==> config.mk <==
export PLATFORM = sky130hd
export DESIGN_NAME = hazardUnit
export DESIGN_NICKNAME = d
export VERILOG_FILES = /design/src/hazardPkg.sv /design/src/instrDecode.sv /design/src/stageTrack.sv /design/src/hazardDetect.sv /design/src/issueCtrl.sv /design/src/hazardUnit.sv
export VERILOG_INCLUDE_DIRS = /design/src
export SDC_FILE = /design/constraint.sdc
export NUM_CORES = 1
export LEC_CHECK = 0
export BUFFER_PORTS_ARGS = -buffer_cell sky130_fd_sc_hd__clkbuf_2
export CAP_MARGIN = 30
export CORE_MARGIN = 2
export CORE_UTILIZATION = 25
export DETAILED_ROUTE_END_ITERATION = 16
export PLACE_DENSITY = 0.44
export SYNTH_ARGS = -nofsm -noshare
export SYNTH_HDL_FRONTEND = slang
export SYNTH_SLANG_ARGS = --single-unit
==> constraint.sdc <==
create_clock -name clk -period 5.16 [get_ports clk]
set_clock_uncertainty 0.2 [all_clocks]
set_input_delay 0.774 -clock clk [delete_from_list [all_inputs] [get_ports clk]]
set_output_delay 0.774 -clock clk [all_outputs]
set_load 0.01 [all_outputs]
==> src/hazardUnit_defs.svh <==
`ifndef HAZ_DEFS_SVH
`define HAZ_DEFS_SVH

// Datapath and address width
`define DATA_W 16

// Eight architectural registers
`define REG_AW 3

// Opcodes, taken from instr[15:11]
`define OP_NOP 5'b00001
`define OP_JR  5'b00111
`define OP_ST  5'b10000
`define OP_LD  5'b10001

// Class prefixes, taken from instr[15:13]
`define CLS_JUMP   3'b001
`define CLS_BRANCH 3'b011

// Stages tracked after issue: ID, EX, MEM, WB
`define TRACK_DEPTH 4

`endif

==> src/hazardPkg.sv <==
`default_nettype none

`include "hazardUnit_defs.svh"

package hazardPkg;

    // Everything fetch and decode hand over for one instruction
    typedef struct packed {
        logic [`DATA_W-1:0] instr;
        logic [`REG_AW-1:0] rd;
        logic               rdWrite;
        logic               memEnable;
        logic [`DATA_W-1:0] baseData;
        logic [`DATA_W-1:0] imm;
    } issueReq_t;

    // Decoded view of the presented instruction
    typedef struct packed {
        logic [`REG_AW-1:0] rs;
        logic [`REG_AW-1:0] rt;
        logic               isNop;
        logic               isJr;
        logic               isJump;
        logic               isLoad;
        logic               memEnable;
        logic [`DATA_W-1:0] memAddr;
        logic [`REG_AW-1:0] rd;
        logic               rdWrite;
    } decInfo_t;

    // Register view of one pipeline stage
    typedef struct packed {
        logic               valid;
        logic [`REG_AW-1:0] rd;
        logic               rdWrite;
        logic               isLoad;
    } regRec_t;

    // Memory view of one pipeline stage
    typedef struct packed {
        logic               valid;
        logic               memEnable;
        logic [`DATA_W-1:0] memAddr;
    } memRec_t;

    // Forwarding path selects for the issuing instruction
    typedef struct packed {
        logic exToExRs;
        logic memToExRs;
        logic exToExRt;
        logic memToExRt;
        logic exToIdRs;
        logic memToIdRs;
    } fwdSel_t;

endpackage

`default_nettype wire

==> src/instrDecode.sv <==
`timescale 1ns/1ps
`default_nettype none

`include "hazardUnit_defs.svh"

module instrDecode
    import hazardPkg::*;
(
    input  wire issueReq_t issue,
    output decInfo_t       dec
);

    logic [4:0]         opcode;
    logic [2:0]         opClass;
    logic               isStore;
    logic               jumpClass;
    logic [`DATA_W-1:0] effAddr;

    assign opcode  = issue.instr[`DATA_W-1 -: 5];
    assign opClass = opcode[4:2];
    assign isStore = (opcode == `OP_ST);

    // Only the jump class leaves a slot to squash
    always_comb begin
        case (opClass)
            `CLS_JUMP: jumpClass = 1'b1;
            default:   jumpClass = 1'b0;
        endcase
    end

    // Address generation wraps modulo 2^16
    assign effAddr = issue.baseData + issue.imm;

    always_comb begin
        dec.rs     = issue.instr[10:8];
        dec.rt     = issue.instr[7:5];
        dec.isNop  = (opcode == `OP_NOP);
        dec.isJr   = (opcode == `OP_JR);
        dec.isJump = jumpClass;
        dec.isLoad = (opcode == `OP_LD);

        // An explicit nop touches neither memory nor registers
        dec.memEnable = issue.memEnable & ~dec.isNop;
        dec.memAddr   = effAddr;
        dec.rd        = issue.rd;

        // Stores never write the register file
        dec.rdWrite = issue.rdWrite & ~isStore & ~dec.isNop;
    end

endmodule

`default_nettype wire

==> src/stageTrack.sv <==
`timescale 1ns/1ps
`default_nettype none

`include "hazardUnit_defs.svh"

module stageTrack #(
    parameter type recT = logic
) (
    input  wire logic clk,
    input  wire logic arstN,
    input  wire recT  push,
    output recT       stages [`TRACK_DEPTH]
);

    // Index 0 is ID, the last index is WB
    localparam int Depth = `TRACK_DEPTH;

    always_ff @(posedge clk or negedge arstN) begin
        if (!arstN) begin
            for (int i = 0; i < Depth; i++) begin
                stages[i] <= '0;
            end
        end else begin
            // New record enters ID every cycle, bubble or not
            stages[0] <= push;
            for (int i = 1; i < Depth; i++) begin
                stages[i] <= stages[i-1];
            end
        end
    end

endmodule

`default_nettype wire

==> src/hazardDetect.sv <==
`timescale 1ns/1ps
`default_nettype none

`include "hazardUnit_defs.svh"

module hazardDetect
    import hazardPkg::*;
(
    input  wire decInfo_t dec,
    input  wire regRec_t  regStages [`TRACK_DEPTH],
    input  wire memRec_t  memStages [`TRACK_DEPTH],
    output logic          regHaz,
    output logic          jrHaz,
    output logic          memHaz,
    output fwdSel_t       fwd
);

    localparam int StgId  = 0;
    localparam int StgEx  = 1;
    localparam int StgMem = 2;

    regRec_t idReg;
    regRec_t exReg;
    regRec_t memReg;
    logic    memMatch;

    // True when a stage holds a live writer of the given register
    function automatic logic writes(input regRec_t rec, input logic [`REG_AW-1:0] src);
        return rec.valid & rec.rdWrite & (rec.rd == src);
    endfunction

    assign idReg  = regStages[StgId];
    assign exReg  = regStages[StgEx];
    assign memReg = regStages[StgMem];

    // Load result is not ready until it leaves MEM
    assign regHaz = idReg.isLoad & (writes(idReg, dec.rs) | writes(idReg, dec.rt));

    // JR needs its target in ID, so EX results must wait a cycle
    assign jrHaz = dec.isJr &
                   (writes(idReg, dec.rs) | (writes(exReg, dec.rs) & exReg.isLoad));

    // Any in-flight access to the same address blocks this one
    always_comb begin
        memMatch = 1'b0;
        for (int i = 0; i < `TRACK_DEPTH; i++) begin
            if (memStages[i].valid && memStages[i].memEnable &&
                memStages[i].memAddr == dec.memAddr) begin
                memMatch = 1'b1;
            end
        end
        memHaz = dec.memEnable & memMatch;
    end

    // The youngest writer wins when two stages match
    always_comb begin
        fwd.exToExRs  = writes(idReg, dec.rs) & ~idReg.isLoad;
        fwd.memToExRs = writes(exReg, dec.rs) & ~fwd.exToExRs;
        fwd.exToExRt  = writes(idReg, dec.rt) & ~idReg.isLoad;
        fwd.memToExRt = writes(exReg, dec.rt) & ~fwd.exToExRt;

        // Paths into ID serve JR only
        fwd.exToIdRs  = dec.isJr & writes(exReg, dec.rs) & ~exReg.isLoad;
        fwd.memToIdRs = dec.isJr & writes(memReg, dec.rs) & ~fwd.exToIdRs;

        // Explicit nop reads nothing
        if (dec.isNop) begin
            fwd = '0;
        end
    end

endmodule

`default_nettype wire

==> src/issueCtrl.sv <==
`timescale 1ns/1ps
`default_nettype none

module issueCtrl
    import hazardPkg::*;
(
    input  wire logic     clk,
    input  wire logic     arstN,
    input  wire logic     issueValid,
    input  wire decInfo_t dec,
    input  wire logic     regHaz,
    input  wire logic     jrHaz,
    input  wire logic     memHaz,
    output logic          pcStall,
    output logic          nop,
    output logic          squash,
    output regRec_t       pushReg,
    output memRec_t       pushMem
);

    logic anyHaz;
    logic issueFire;
    logic jumpFire;

    assign anyHaz = regHaz | jrHaz | memHaz;

    // Squash slot takes the instruction as a bubble, so no stall then
    assign pcStall = issueValid & anyHaz & ~dec.isNop & ~squash;

    // Bubble goes into ID in place of the presented instruction
    assign nop = issueValid & (pcStall | squash);

    // A real issue, records get tracked
    assign issueFire = issueValid & ~pcStall & ~squash;
    assign jumpFire  = issueFire & (dec.isJump | dec.isJr);

    // One-slot squash after a jump or JR
    always_ff @(posedge clk or negedge arstN) begin
        if (!arstN) begin
            squash <= 1'b0;
        end else begin
            squash <= jumpFire;
        end
    end

    always_comb begin
        // An explicit nop travels as an invalid record
        pushReg.valid   = issueFire & ~dec.isNop;
        pushReg.rd      = dec.rd;
        pushReg.rdWrite = dec.rdWrite;
        pushReg.isLoad  = dec.isLoad;

        pushMem.valid     = issueFire & ~dec.isNop;
        pushMem.memEnable = dec.memEnable;
        pushMem.memAddr   = dec.memAddr;
    end

endmodule

`default_nettype wire

==> src/hazardUnit.sv <==
`timescale 1ns/1ps
`default_nettype none

`include "hazardUnit_defs.svh"

module hazardUnit
    import hazardPkg::*;
(
    input  wire logic      clk,
    input  wire logic      arstN,
    input  wire logic      issueValid,
    input  wire issueReq_t issue,
    output logic           pcStall,
    output logic           nop,
    output logic           squash,
    output fwdSel_t        fwd
);

    decInfo_t dec;
    regRec_t  pushReg;
    memRec_t  pushMem;
    regRec_t  regStages [`TRACK_DEPTH];
    memRec_t  memStages [`TRACK_DEPTH];
    logic     regHaz;
    logic     jrHaz;
    logic     memHaz;

    instrDecode decode_i (
        .issue (issue),
        .dec   (dec)
    );

    // Register destinations in flight
    stageTrack #(.recT(regRec_t)) regTrack_i (
        .clk    (clk),
        .arstN  (arstN),
        .push   (pushReg),
        .stages (regStages)
    );

    // Memory addresses in flight
    stageTrack #(.recT(memRec_t)) memTrack_i (
        .clk    (clk),
        .arstN  (arstN),
        .push   (pushMem),
        .stages (memStages)
    );

    hazardDetect detect_i (
        .dec       (dec),
        .regStages (regStages),
        .memStages (memStages),
        .regHaz    (regHaz),
        .jrHaz     (jrHaz),
        .memHaz    (memHaz),
        .fwd       (fwd)
    );

    issueCtrl issueCtrl_i (
        .clk        (clk),
        .arstN      (arstN),
        .issueValid (issueValid),
        .dec        (dec),
        .regHaz     (regHaz),
        .jrHaz      (jrHaz),
        .memHaz     (memHaz),
        .pcStall    (pcStall),
        .nop        (nop),
        .squash     (squash),
        .pushReg    (pushReg),
        .pushMem    (pushMem)
    );

endmodule

`default_nettype wire

# --- Word-level counts from Yosys, hierarchy flattened ---
# Cells that the tools add are included.
op_classes:
  n_eq_ne: 14
  n_bitwise: 46
  n_addsub: 1
  n_reduce_logical: 8
  muxes: 6
ops:
  columns: ["cell", "count"]
  rows:
  - ["== test 16 bit", 4]
  - ["bitwise AND 1 bit", 31]
  - ["adder 16 bit", 1]
  - ["== test 3 bit", 5]
  - ["== test 5 bit, second input constant", 2]
  - ["NOT 1 bit", 9]
  - ["logical AND 1 bit", 8]
  - ["2-to-1 mux 6 bit", 1]
  - ["bitwise OR 1 bit", 6]
  - ["== test 5 x 1 -> 1 bit, second input constant", 1]
  - ["== test 5 x 3 -> 1 bit, second input constant", 1]
  - ["2-to-1 mux 1 bit", 5]
  - ["== test 3 x 1 -> 1 bit, second input constant", 1]
word_totals:
  register_bits: 87
  output_inout_bits: 9
  inputBits: 56
  wordCells: 96

# --- Logic depth before layout (Yosys ltp) ---
# Gate-level depths: netlist of run 1.
logic_depth:
  ltp_word: 16
  mapped_depth: 12
  ltp_nobuf: 11

# --- Hierarchy ---
# A second synthesis of run 1 with hierarchy kept.
unflattened:
  hier_cells: 375
  area_unflattened_um2: 4595.7
by_module_without_submodules:
  columns: ["mod", "instances", "area_each_um2", "seq_area_each_um2", "cells_each"]
  rows:
  - ["stageTrack at memTrack_i", 1, 1801.7, 1801.7, 72]
  - ["hazardDetect", 1, 1034.7, 0.0, 132]
  - ["instrDecode", 1, 893.4, 0.0, 115]
  - ["stageTrack at regTrack_i", 1, 600.6, 600.6, 24]
  - ["issueCtrl", 1, 265.3, 25.0, 32]

# --- Worst setup path before layout of run 1 ---
# OpenSTA, ideal clock, no wires.
synth_timing:
  path_kind: "in2out"
  from: "input issue[0] (netlist name)"
  to: "output nop"
  t_arrival_ps: 3581
  n_path_buf: 0
  t_required_ps: 4186
  path_slack_ps: 605
  path_stages: 11
  path_cell_list: "ha_1 -> fa_1 -> a211o_1 -> a221oi_4 -> xnor3_1 -> or4_1 -> or4_1 -> nor3_2 -> nand4_1 -> nand4_2 -> a41o_1"
synth_between:
  elab_chain_cells: 14
  word_cells_on_any_way: 20
  classes_between: "add/sub (1); eq/ne (4); mux (4); bitwise (7); reduce/logical (4)"
synth_lines:
  columns: ["item", "line", "source"]
  rows:
  - ["from (decl)", "hazardUnit.sv:12", "input wire issueReq_t issue,"]
  - ["adder 16 bit (*)", "instrDecode.sv:32", "assign effAddr = issue.baseData + issue.imm;"]
  - ["== test 16 bit", "hazardDetect.sv:48", "memStages[i].memAddr == dec.memAddr) begin"]
  - ["logical AND 1 bit", "hazardDetect.sv:47", "if (memStages[i].valid && memStages[i].memEnable &&"]
  - ["2-to-1 mux 1 bit (3 in series)", "hazardDetect.sv:47", null]
  - ["2-to-1 mux 1 bit (*)", "hazardDetect.sv:47", null]
  - ["bitwise AND 1 bit (*)", "hazardDetect.sv:52", "memHaz = dec.memEnable & memMatch;"]
  - ["bitwise OR 1 bit (*)", "issueCtrl.sv:25", "assign anyHaz = regHaz | jrHaz | memHaz;"]
  - ["bitwise AND 1 bit (*) (3 in series)", "issueCtrl.sv:28", "assign pcStall = issueValid & anyHaz & ~dec.isNop & ~squash;"]
  - ["bitwise OR 1 bit (*)", "issueCtrl.sv:31", "assign nop = issueValid & (pcStall | squash);"]
  - ["bitwise AND 1 bit (*)", "issueCtrl.sv:31", null]
  - ["to (decl)", "hazardUnit.sv:14", "output logic nop,"]
# Every way passes the cells marked *; elsewhere a longest branch is shown, timed or not.

# --- Worst setup path after layout of run 1 ---
# Same ends and word-level chain as after synthesis.

==> results of run 1 <==
## per-layer routing
metal | vias up | routed length, um | track usage
met1 | 1495 | 5367 | 0.1693
met4 | 0 | 193 | 0.04785
met2 | 52 | 4634 | 0.1625
met5 | - | 0 | 0
met3 | 12 | 330 | 0.02154
li1 | 1529 | - | -
## cell families after synthesis
kind of cell | Yosys count | share of synthesized area
fa+ha+maj | 16 | 0.04467
flops | 87 | 0.4682
compound gates | 60 | 0.09984
mux | 2 | 0.004575
xor+xnor | 103 | 0.2425
buf+inv | 17 | 0.01884
simple gates | 107 | 0.1214
## flip-flops by register name (all words and copies together), names as in the netlist
register,flops
issueCtrl_i.squash,1
regTrack_i.stages,14
memTrack_i.stages,72
## synth_stat cells, types with 4 or more instances
library cell and count:
nor2_1 19, a21oi_1 14, xnor3_2 5, xnor3_1 8
or4_1 4, o21a_1 5, nor4_1 5, inv_1 4
nand3_1 8, nand4_1 15, nand2_1 22, xor2_1 30
clkbuf_1 7, xnor2_1 57, o21ai_0 12, dfrtp_1 87
ha_1 15, nor3_1 13, and3_1 4, a21o_1 4
## timing repair
action	in CTS	in global routing
gates resized for setup	0	6
hold endpoints to repair	0	0
endpoints found under the setup margin	0	2
setup buffers	0	1
## worst max path at each step
stage | from | endpoint | slack [ps] | depth (start not counted)
2_1_floorplan | issue[0] | nop | 600 | 11
3_3_place_gp | issue[0] | nop | 130 | 13
3_5_place_dp | issue[0] | nop | 80 | 13
4_1_cts | issue[0] | nop | 80 | 13
5_1_grt | issue[0] | nop | 40 | 13
6_report | issue[0] | nop | 220 | 14
## through the flow
stage | power (mW) | instance area, um2 | utilization | setup slack (ps) | instances
after global placement | 1.453 | 5244 | 0.2899 | 131.6 | 678
after detailed placement | 1.457 | 5244 | 0.2899 | 80.52 | 678
final | 2.108 | 5588 | 0.3090 | 219.8 | 695
after CTS | 2.133 | 5552 | 0.3070 | 78.00 | 694
after floorplan | 1.298 | 4649 | - | 604.8 | 392
after global routing | 2.232 | 5588 | 0.3090 | 38.93 | 695
## layout make-up
type                    instances  area (um2)
inverters                       4       15.01
multi-input cells             288        2414
fillers                      1827       12500
repair buffers                 71       387.9
flip-flops and latches         87        2177
well taps                     229       286.5
clock inverters                 6       68.82
clock buffers                  10       239.0
## power by group through the flow
| stage | sequential (mW) | clock, mW | combinational, mW |
|---|---|---|---|
| 2_1_floorplan | 0.867 | 0 | 0.431 |
| 3_3_place_gp | 0.882 | 0 | 0.571 |
| 3_5_place_dp | 0.887 | 0 | 0.570 |
| 4_1_cts | 0.875 | 0.685 | 0.573 |
| 5_1_grt | 0.887 | 0.716 | 0.629 |
| 6_report | 0.872 | 0.668 | 0.568 |
## cells in the final DEF, fill, tap and decap left out, types with 8 or more instances in the layout
cell and n:
dfrtp_1 87, xor2_1 30, o21ai_0 12, xnor2_1 57, xnor3_1 8, nand2_1 22, buf_4 13, nand4_1 15
ha_1 15, nor2_1 19, clkbuf_2 58, nor3_1 13, nand3_1 8, clkbuf_16 9, a21oi_1 14
==> impl_summary.txt, run 1 <==
----------------------------------------------------
[Run status]
  Outcome ... complete, no violations

[Logic synthesis]
  FF+latch count, synth ... 87
  Post-Synthesis Net Count ... 464
  Post-synthesis async set-or-reset flop share ... 1.000
  Unique cell type count in the Yosys netlist ... 62
  Post-synth EDFFs ... 0
  Yosys synthesis warning count ... 0
  Cells taking the most area after synthesis ... dfrtp_1 (47%), xnor2_1 (11%), xor2_1 (5.7%), ha_1 (4.0%), xnor3_1 (3.9%)
  Syn Std Cell Area ... 4649 um2
  Synth Flop Type ... dfrtp_1
  Count of mapped cells out of synthesis ... 392
  Largest area contributor in the netlist ... dfrtp_1
  Avg Inst Size Synth ... 11.86 um2
  Fraction of post-synthesis cell area in the top cell type by area ... 0.4682
  Sequential cell area fraction in the yosys report ... 0.4682

[Critical path]
  Crit path required time ... between 4000 and 5000 ps
  End of the worst register-to-register path ... memTrack_i.stages[71]
  Crit path buffers/inverters ... 3
  Category of the worst setup path capture point ... primary output
  Family with the most delay on the worst path ... compound AO/OA/AOI/OAI gates
  Nature of the critical path startpoint ... input pin
  Highest net fanout along the worst path ... 3
  Critical path type ... in -> out
  Worst-path cell with the longest stage delay ... nor4_1
  FF-to-FF setup slack ... 2250 ps
  Longest individual stage delay on the worst path ... 420 ps
  Cells traversed along the worst timing path ... clkbuf_2 -> ha_1 -> fa_2 -> a211o_1 -> a221oi_4 -> buf_4 -> nor2_1 -> a211oi_4 -> xnor3_2 -> nor4_1 -> nand4_1 -> nand4_4 -> a41o_1 -> clkbuf_2
  Arrival time of data at the critical path endpoint ... 3970 ps
  Most repeated library cell on the critical path ... clkbuf_2
  R2r worst-path depth ... 9
  Reg2Reg Launch Point ... memTrack_i.stages[50]

[Routing]
  Post-route DRC violation count ... 0
  Via total after detailed routing ... 3088
  Average vias per placed instance ... 4.443
  Average wire length per cell after detail routing ... 15.14 um
  Detailed Routing Iterations Pass 1 ... 4
  DRC violation total after the first TritonRoute iteration ... roughly 160
  Overall routed net length ... ~11 mm
  Final ANT Viol Nets ... 0

[Pwr]
  Gate power share ... 0.270
  Clk network pwr share ... 0.317
  Power density normalized to cell area ... 377.3 nW/um2
  Switching power share of the total ... 0.2957
  Power dissipated by switching net loads ... a little over 0.6 mW
  Internal power contribution ... 1.485 mW
  Worst supply voltage drop on vdd ... 0.1502 mV
  Static power due to leakage ... 2.477 nW
  Share of power burned in registers ... 0.414

[Clock tree]
  Clk buf depth ... 2
  Clock sinks ... 87
  Post-cts hold buffer count ... 0
  Num CTS Buffers ... 9
  Clk_lat worst skew ... 340 ps
  Clk root buf ... clkbuf_16
  Clock transition at the register clock pins on the worst setup and hold paths after CTS ... 60 ps
  CTS tree ... done
  H-Tree Level Count ... 3

[Timing]
  Shortest period the worst path allows ... 4940 ps
  Final period utilization ... 0.9574
  Worst slew margin ... 0.5632
  RSZ-0062 raised after global routing ... no
  Final Hold Fails ... 0
  Final setup fails ... 0
  Maximum clock rate ... 202.4 MHz
  Least-Margin Pin Slew ... around 650 ps
  Hold_ws ... 179.4 ps
  Final setup TNS ... 0 ps
  Max-slew violation total from the final report ... 0

[Global routing]
  Total global routing overflow ... 0
  Antenna violations before repair ... 0
  Via count of the first global-routing pass ... 3177
  Maximum number of pins on one net before global-route repair ... 52
  GRT Resource Usage Total ... 0.1143
  Global-route wire length before repair ... approximately 17 mm

[Floorplan]
  Floorplan row count ... between 40 and 50
  Area of the core region ... between 15000 and 20000 um2
  Effective utilization at floorplan ... 0.2571
  Die span in y ... 140.4 um
  Die Outline Area ... 19710 um2
  Count of pins on the block boundary ... 65
  Chip width ... around 140 um

[Layout]
  Net count of the finished layout ... 533
  Proportion of layout cells with a drive suffix above 1 ... 0.2382
  Area growth syn-to-layout ... 20.18%
  Number of diodes ... 0

[Job]
  Count of max-cap constraint violations ... 0

[Place]
  RePlAce Congestion ... ~0.79
  IO Port Bufs ... 59
  Hpwl dp ... 8.336 mm

[Min path]
  Hold path startpoint ... memTrack_i.stages[33]
  Hold path endpoint ... memTrack_i.stages[15]
  Kind of path behind the tightest hold check ... reg -> reg
  WHS Path Cells ... 0

----------------------------------------------------
(Power assumes the default switching activity.)
==> inputs of run 2 (changes only) <==
--- a/config.mk
+++ b/config.mk
@@ -11,6 +11,7 @@
 export CORE_MARGIN = 2
 export CORE_UTILIZATION = 25
 export DETAILED_ROUTE_END_ITERATION = 16
+export MAX_ROUTING_LAYER = met4
 export PLACE_DENSITY = 0.44
 export SYNTH_ARGS = -nofsm -noshare
 export SYNTH_HDL_FRONTEND = slang
==> run 2 against run 1 <==
Clock power hardly changed; combinational power hardly changed; power hardly changed; sequential share of layout area stayed put; non-clock buffer count stayed put; first-iteration DRC count is 18% lower; global-route usage is 0.34 points higher; final area stayed put; die area stayed put; critical path depth is 1 lower; sequential cell count stayed put; critical endpoint unchanged; highest routed layer unchanged.
==> impl_summary.txt, run 2 (synthesis gave the netlist of run 1 again) <==
----------------------------------------------------
[Pwr]
  Static power due to leakage ... 2.477 nW
  Power density normalized to cell area ... approximately 380 nW/um2
  Worst supply voltage drop on vdd ... 0.1503 mV

[Routing]
  Final ANT Viol Nets ... 0
  Detailed Routing Iterations Pass 1 ... 4
  Average vias per placed instance ... approximately 4.5
  Overall routed net length ... about 11 mm
  Post-route DRC violation count ... 0
  Average wire length per cell after detail routing ... between 15 and 20 um
  DRC violation total after the first TritonRoute iteration ... 132
  Via total after detailed routing ... 3098

[Floorplan]
  Effective utilization at floorplan ... 0.2571
  Count of pins on the block boundary ... 65
  Chip width ... 140.4 um
  Die Outline Area ... 19710 um2
  Area of the core region ... 18090 um2
  Die span in y ... approximately 140 um
  Floorplan row count ... 49

[Layout]
  Net count of the finished layout ... 533
  Largest regs ... memTrack_i.stages: 72 flops, regTrack_i.stages: 14 flops, issueCtrl_i.squash: 1 flops
  Area growth syn-to-layout ... 20.18%
  Most common cell after layout, fill and taps aside ... dfrtp_1
  Proportion of layout cells with a drive suffix above 1 ... 0.2382
  Number of diodes ... 0
  Commonest non-fill, non-tap cells in the layout ... dfrtp_1 (87), clkbuf_2 (58), xnor2_1 (57), xor2_1 (30), nand2_1 (22)
  Fin util ... 0.3090
  Largest register FFs ... 72
  Largest reg by FF count ... memTrack_i.stages

[Job]
  Count of max-cap constraint violations ... 0

[Timing]
  Max-slew violation total from the final report ... 0
  Worst slew margin ... 0.5402
  Final setup fails ... 0
  Final setup TNS ... 0 ps
  Hold_ws ... 179.7 ps
  Maximum clock rate ... approximately 200 MHz
  Final period utilization ... 0.9570
  Final Hold Fails ... 0
  Shortest period the worst path allows ... about 4900 ps
  Least-Margin Pin Slew ... 684.7 ps
  RSZ-0062 raised after global routing ... no

[Place]
  Hpwl dp ... 8.336 mm
  IO Port Bufs ... 59
  RePlAce Congestion ... ~0.80

[Critical path]
  Arrival time of data at the critical path endpoint ... a little under 4000 ps
  Crit path capture ... nop
  R2r worst-path depth ... 9
  Highest net fanout along the worst path ... 3
  Timing startpoint of the critical path ... issue[0]
  Reg2Reg Launch Point ... memTrack_i.stages[50]
  Category of the worst setup path capture point ... primary output
  Nature of the critical path startpoint ... input pin
  FF-to-FF setup slack ... 2250 ps
  Crit path required time ... 4190 ps
  End of the worst register-to-register path ... memTrack_i.stages[71]
  Critical path type ... in -> out

[Global routing]
  Total global routing overflow ... 0
  Global-route wire length before repair ... 17.35 mm
  Antenna violations before repair ... 0
  GRT Resource Usage Total ... 0.1177
  Maximum number of pins on one net before global-route repair ... between 50 and 60
  Via count of the first global-routing pass ... 3193

[Clock tree]
  Num CTS Buffers ... 9
  Clock transition at the register clock pins on the worst setup and hold paths after CTS ... 60 ps
  H-Tree Level Count ... 3
  Clk root buf ... clkbuf_16
  Clk buf depth ... 2
  Clk_lat worst skew ... 340 ps
  Clock sinks ... 87
  CTS tree ... done

[Run status]
  Outcome ... complete, no violations

[Min path]
  Kind of path behind the tightest hold check ... reg -> reg

----------------------------------------------------
## run 2: cell counts in the layout (fill, tap and decap cells not counted)
No cell type changed its count.
## run 2: cell type report
cell class                      count  area [um2]
Clock inverter                      6       68.82
Multi-Input combinational cell    288        2414
Timing Repair Buffer               71       387.9
Fill cell                        1827       12500
Sequential cell                    87        2177
Clock buffer                       10       239.0
Inverter                            4       15.01
Tap cell                          229       286.5
## run 2: timing repair
action / 4_1_cts / 5_1_grt
buffers inserted: 0 / 1
setup endpoints to repair: 0 / 2
resized for setup: 0 / 6
hold buffers: 0 / 0
## run 2: through the flow
stage               worst slack [ps]  cell area [um2]  instances  power [mW]
detailed placement             80.52             5244        678       1.457
finish                         221.6             5588        695       2.108
CTS                            78.00             5552        694       2.133
global placement               131.6             5244        678       1.453
global route                   38.93             5588        695       2.234
floorplan                      604.8             4649        392       1.298
## run 2: worst min-delay path by stage
stage,start,to,depth (start not counted)
final,memTrack_i.stages[52],memTrack_i.stages[34],0
after floorplan,regTrack_i.stages[13],regTrack_i.stages[7],0
after detailed placement,memTrack_i.stages[33],memTrack_i.stages[15],0
after CTS,memTrack_i.stages[33],memTrack_i.stages[15],0
after global placement,memTrack_i.stages[52],memTrack_i.stages[34],0
after global routing,memTrack_i.stages[22],memTrack_i.stages[4],0
## run 2: power by group
part / total (mW) / switching, mW / internal [mW]
clock network: 0.668 / 0.277 / 0.391
registers: 0.872 / 0.0750 / 0.797
logic: 0.568 / 0.271 / 0.297
total: 2.11 / 0.624 / 1.48
## run 2: worst max-delay path, cell delays in order
cell and delay, ps:
clkbuf_2 80, ha_1 220, fa_2 360, a211o_1 330
a221oi_4 320, xnor3_1 270, or4_1 420, or4_4 460
nor3_2 140, nand4_1 160, nand4_4 130, a41o_1 180
clkbuf_2 130
## run 2: layer usage
metal,wire [um],part of all wire,track usage
met5,0,0,-
met4,177,0.017,0.03987
met3,370,0.035,0.02564
met2,4624,0.44,0.1633
met1,5359,0.51,0.1693
==> inputs of run 3 (changes only) <==
--- a/config.mk
+++ b/config.mk
@@ -6,13 +6,13 @@
 export SDC_FILE = /design/constraint.sdc
 export NUM_CORES = 1
 export LEC_CHECK = 0
-export BUFFER_PORTS_ARGS = -buffer_cell sky130_fd_sc_hd__clkbuf_2
+export BUFFER_PORTS_ARGS = -buffer_cell sky130_fd_sc_hd__buf_2
 export CAP_MARGIN = 30
-export CORE_MARGIN = 2
 export CORE_UTILIZATION = 25
 export DETAILED_ROUTE_END_ITERATION = 16
 export MAX_ROUTING_LAYER = met4
 export PLACE_DENSITY = 0.44
+export SLEW_MARGIN = 20
 export SYNTH_ARGS = -nofsm -noshare
 export SYNTH_HDL_FRONTEND = slang
 export SYNTH_SLANG_ARGS = --single-unit
==> run 3 against run 2 <==
The run now ends with design-rule violations left; clock power up 6.3%; critical path type unchanged; routed wire length down 0.22%; highest routed layer unchanged; combinational power up 0.7%; critical path depth unchanged; sequential cell count unchanged; first-iteration DRC count up 17%; cell count down 0.14%; hold slack about the same; largest cell class unchanged; sequential power about the same; power up 2.2%; sequential share of layout area down 0.061 points.
==> impl_summary.txt, run 3 (synthesis gave the netlist of run 1 again) <==
----------------------------------------------------
[Run status]
  Outcome ... complete, but fails checks
  Violations in the final reports ... design-rule violations

[Clock tree]
  Num CTS Buffers ... 9
  Clock transition at the register clock pins on the worst setup and hold paths after CTS ... 70 ps
  Clk buf depth ... 2
  Post-CTS Setup Repair Bufs ... 0
  Clk root buf ... clkbuf_16
  CTS tree ... done
  Clock sinks ... 87
  H-Tree Level Count ... 3
  Clk_lat worst skew ... 340 ps

[Layout]
  Commonest non-fill, non-tap cells in the layout ... dfrtp_1 (87), buf_2 (58), xnor2_1 (57), xor2_1 (30), nand2_1 (22)
  Largest register FFs ... approximately 70
  Area of all sequential standard cells ... 2177 um2
  Fill cell count ... 1826
  Most common cell after layout, fill and taps aside ... dfrtp_1
  Proportion of layout cells with a drive suffix above 1 ... 0.2344
  Net count of the finished layout ... 532
  Largest regs ... memTrack_i.stages: 72 flops, regTrack_i.stages: 14 flops, issueCtrl_i.squash: 1 flops
  Area growth syn-to-layout ... 20.37%
  Largest reg by FF count ... memTrack_i.stages
  Number of diodes ... 0
  Area occupied by multi-input gates ... 2410 um2

[Critical path]
  Category of the worst setup path capture point ... primary output
  Cells traversed along the worst timing path ... buf_2 -> ha_1 -> fa_1 -> a211o_1 -> a221oi_4 -> xnor3_1 -> or4_1 -> or4_4 -> nor3_2 -> nand4_1 -> nand4_4 -> a41o_1 -> buf_2
  Critical path type ... in -> out
  Family with the most delay on the worst path ... simple AND/OR/NAND/NOR gates
  Reg2Reg Launch Point ... memTrack_i.stages[50]
  Nature of the critical path startpoint ... input pin
  FF-to-FF setup slack ... 2390 ps
  Worst-path cell with the longest stage delay ... or4_4
  Crit path required time ... approximately 4200 ps
  Logic depth of the worst path, buffers included ... 13
  R2r worst-path depth ... 8
  Longest individual stage delay on the worst path ... 450 ps
  Highest net fanout along the worst path ... 4
  Most repeated library cell on the critical path ... buf_2
  End of the worst register-to-register path ... memTrack_i.stages[71]
  Crit path buffers/inverters ... 2
  Arrival time of data at the critical path endpoint ... between 3000 and 4000 ps

[Pwr]
  Power density normalized to cell area ... just under 400 nW/um2
  Worst supply voltage drop on vdd ... about 0.14 mV
  Static power due to leakage ... 2.478 nW

[Timing]
  Final setup fails ... 0
  Hold_ws ... between 150 and 200 ps
  Worst slew margin ... 0.5509
  Max-slew violation total from the final report ... 0
  Final period utilization ... 0.9612
  Final setup TNS ... 0 ps
  RSZ-0062 raised after global routing ... no
  Maximum clock rate ... 201.6 MHz
  Shortest period the worst path allows ... 4960 ps
  Least-Margin Pin Slew ... 668.8 ps
  PnR worst setup slack ... 200.4 ps
  Final Hold Fails ... 0

[Floorplan]
  Count of pins on the block boundary ... 65
  Die Outline Area ... approximately 19000 um2
  Chip width ... 138.4 um
  Die span in y ... 138.4 um
  Area of the core region ... 18090 um2
  Floorplan row count ... 49
  Effective utilization at floorplan ... 0.2571

[Job]
  Count of max-cap constraint violations ... 0

[Routing]
  Detailed Routing Iterations Pass 1 ... 10
  DRC violation total after the first TritonRoute iteration ... ~150
  Final ANT Viol Nets ... 0
  Average vias per placed instance ... ~4.5
  Via total after detailed routing ... 3118
  Overall routed net length ... 10.51 mm
  Post-route DRC violation count ... 8
  Average wire length per cell after detail routing ... around 15 um

[Min path]
  Kind of path behind the tightest hold check ... reg -> reg
  Hold path endpoint ... memTrack_i.stages[16]
  WHS Path Cells ... 0
  Hold path startpoint ... memTrack_i.stages[34]

[Place]
  Pre-CTS setup slack ... a little over 70 ps
  IO Port Bufs ... between 50 and 60
  Hpwl dp ... 8.306 mm
  RePlAce Congestion ... ~0.8

[Global routing]
  Global-route track usage on met1 ... 0.1663
  Antenna violations before repair ... 0
  GR Layer Usage met2 ... 0.1771
  Met3 global-route usage ... 0.02702
  Total global routing overflow ... 0
  Maximum number of pins on one net before global-route repair ... 51
  GRT Resource Usage Total ... 0.1215
  Global-route layer with the greatest usage ... met2
  Via count of the first global-routing pass ... 3237
  Global-route wire length before repair ... ~17 mm

----------------------------------------------------
run 3: cell count changes in the layout (fill, tap and decap cells not counted):
cell	previous run	this run
fa_1	0	1
inv_6	1	2
a2111oi_1	1	0
a2111oi_0	1	2
bufinv_16	1	2
clkbuf_2	58	0
clkinv_2	1	0
buf_2	0	58
fa_2	1	0
buf_4	13	12
clkbuf_8	1	0
run 3: worst max-delay path by stage:
stage           to  slack (ps)  startpoint
2_1_floorplan  nop         600    issue[0]
3_3_place_gp   nop         120    issue[0]
6_report       nop         200    issue[0]
4_1_cts        nop          60    issue[0]
5_1_grt        nop           1    issue[0]
3_5_place_dp   nop          70    issue[0]
run 3: power by group:
| part | internal [mW] | switching, mW |
|---|---|---|
| logic | 0.297 | 0.275 |
| clock network | 0.429 | 0.281 |
| registers | 0.797 | 0.0757 |
| total | 1.52 | 0.632 |
run 3: timing repair:
action	4_1_cts	5_1_grt
resized for setup	0	4
hold buffers	0	0
setup endpoints to repair	0	2
run 3: layer usage:
metal  vias up  share of wire  routed length, um
met5         -              0                  0
met4         0          0.015                161
met3        10          0.043                447
met2        58           0.44               4572
met1      1527           0.51               5327
li1       1523              -                  -
run 3: final cells by class:
cell class | count | share of cell area
multi-input combinational | 288 | 0.4306
clock buffer | 9 | 0.04024
timing repair buffer | 70 | 0.06796
clock inverter | 7 | 0.01833
tap | 229 | 0.05120
inverter | 4 | 0.002683
sequential | 87 | 0.3890
run 3: worst reg2reg max path: stages, from the launching register on:
cell and delay, ps:
dfrtp_1 390, xnor2_1 270, mux2_2 370, or4_1 480
or4_4 450, nor3_2 120, nand4_1 150, nand4_4 130
a211oi_1 90
run 3: metrics by stage:
step / power [mW] / cell area (um2) / util / instances
floorplan: 1.298 / 4649 / - / 392
global placement: 1.453 / 5244 / 0.2899 / 678
detailed placement: 1.458 / 5244 / 0.2899 / 678
CTS: 2.182 / 5572 / 0.3081 / 694
global route: 2.279 / 5597 / 0.3094 / 694
finish: 2.155 / 5597 / 0.3094 / 694
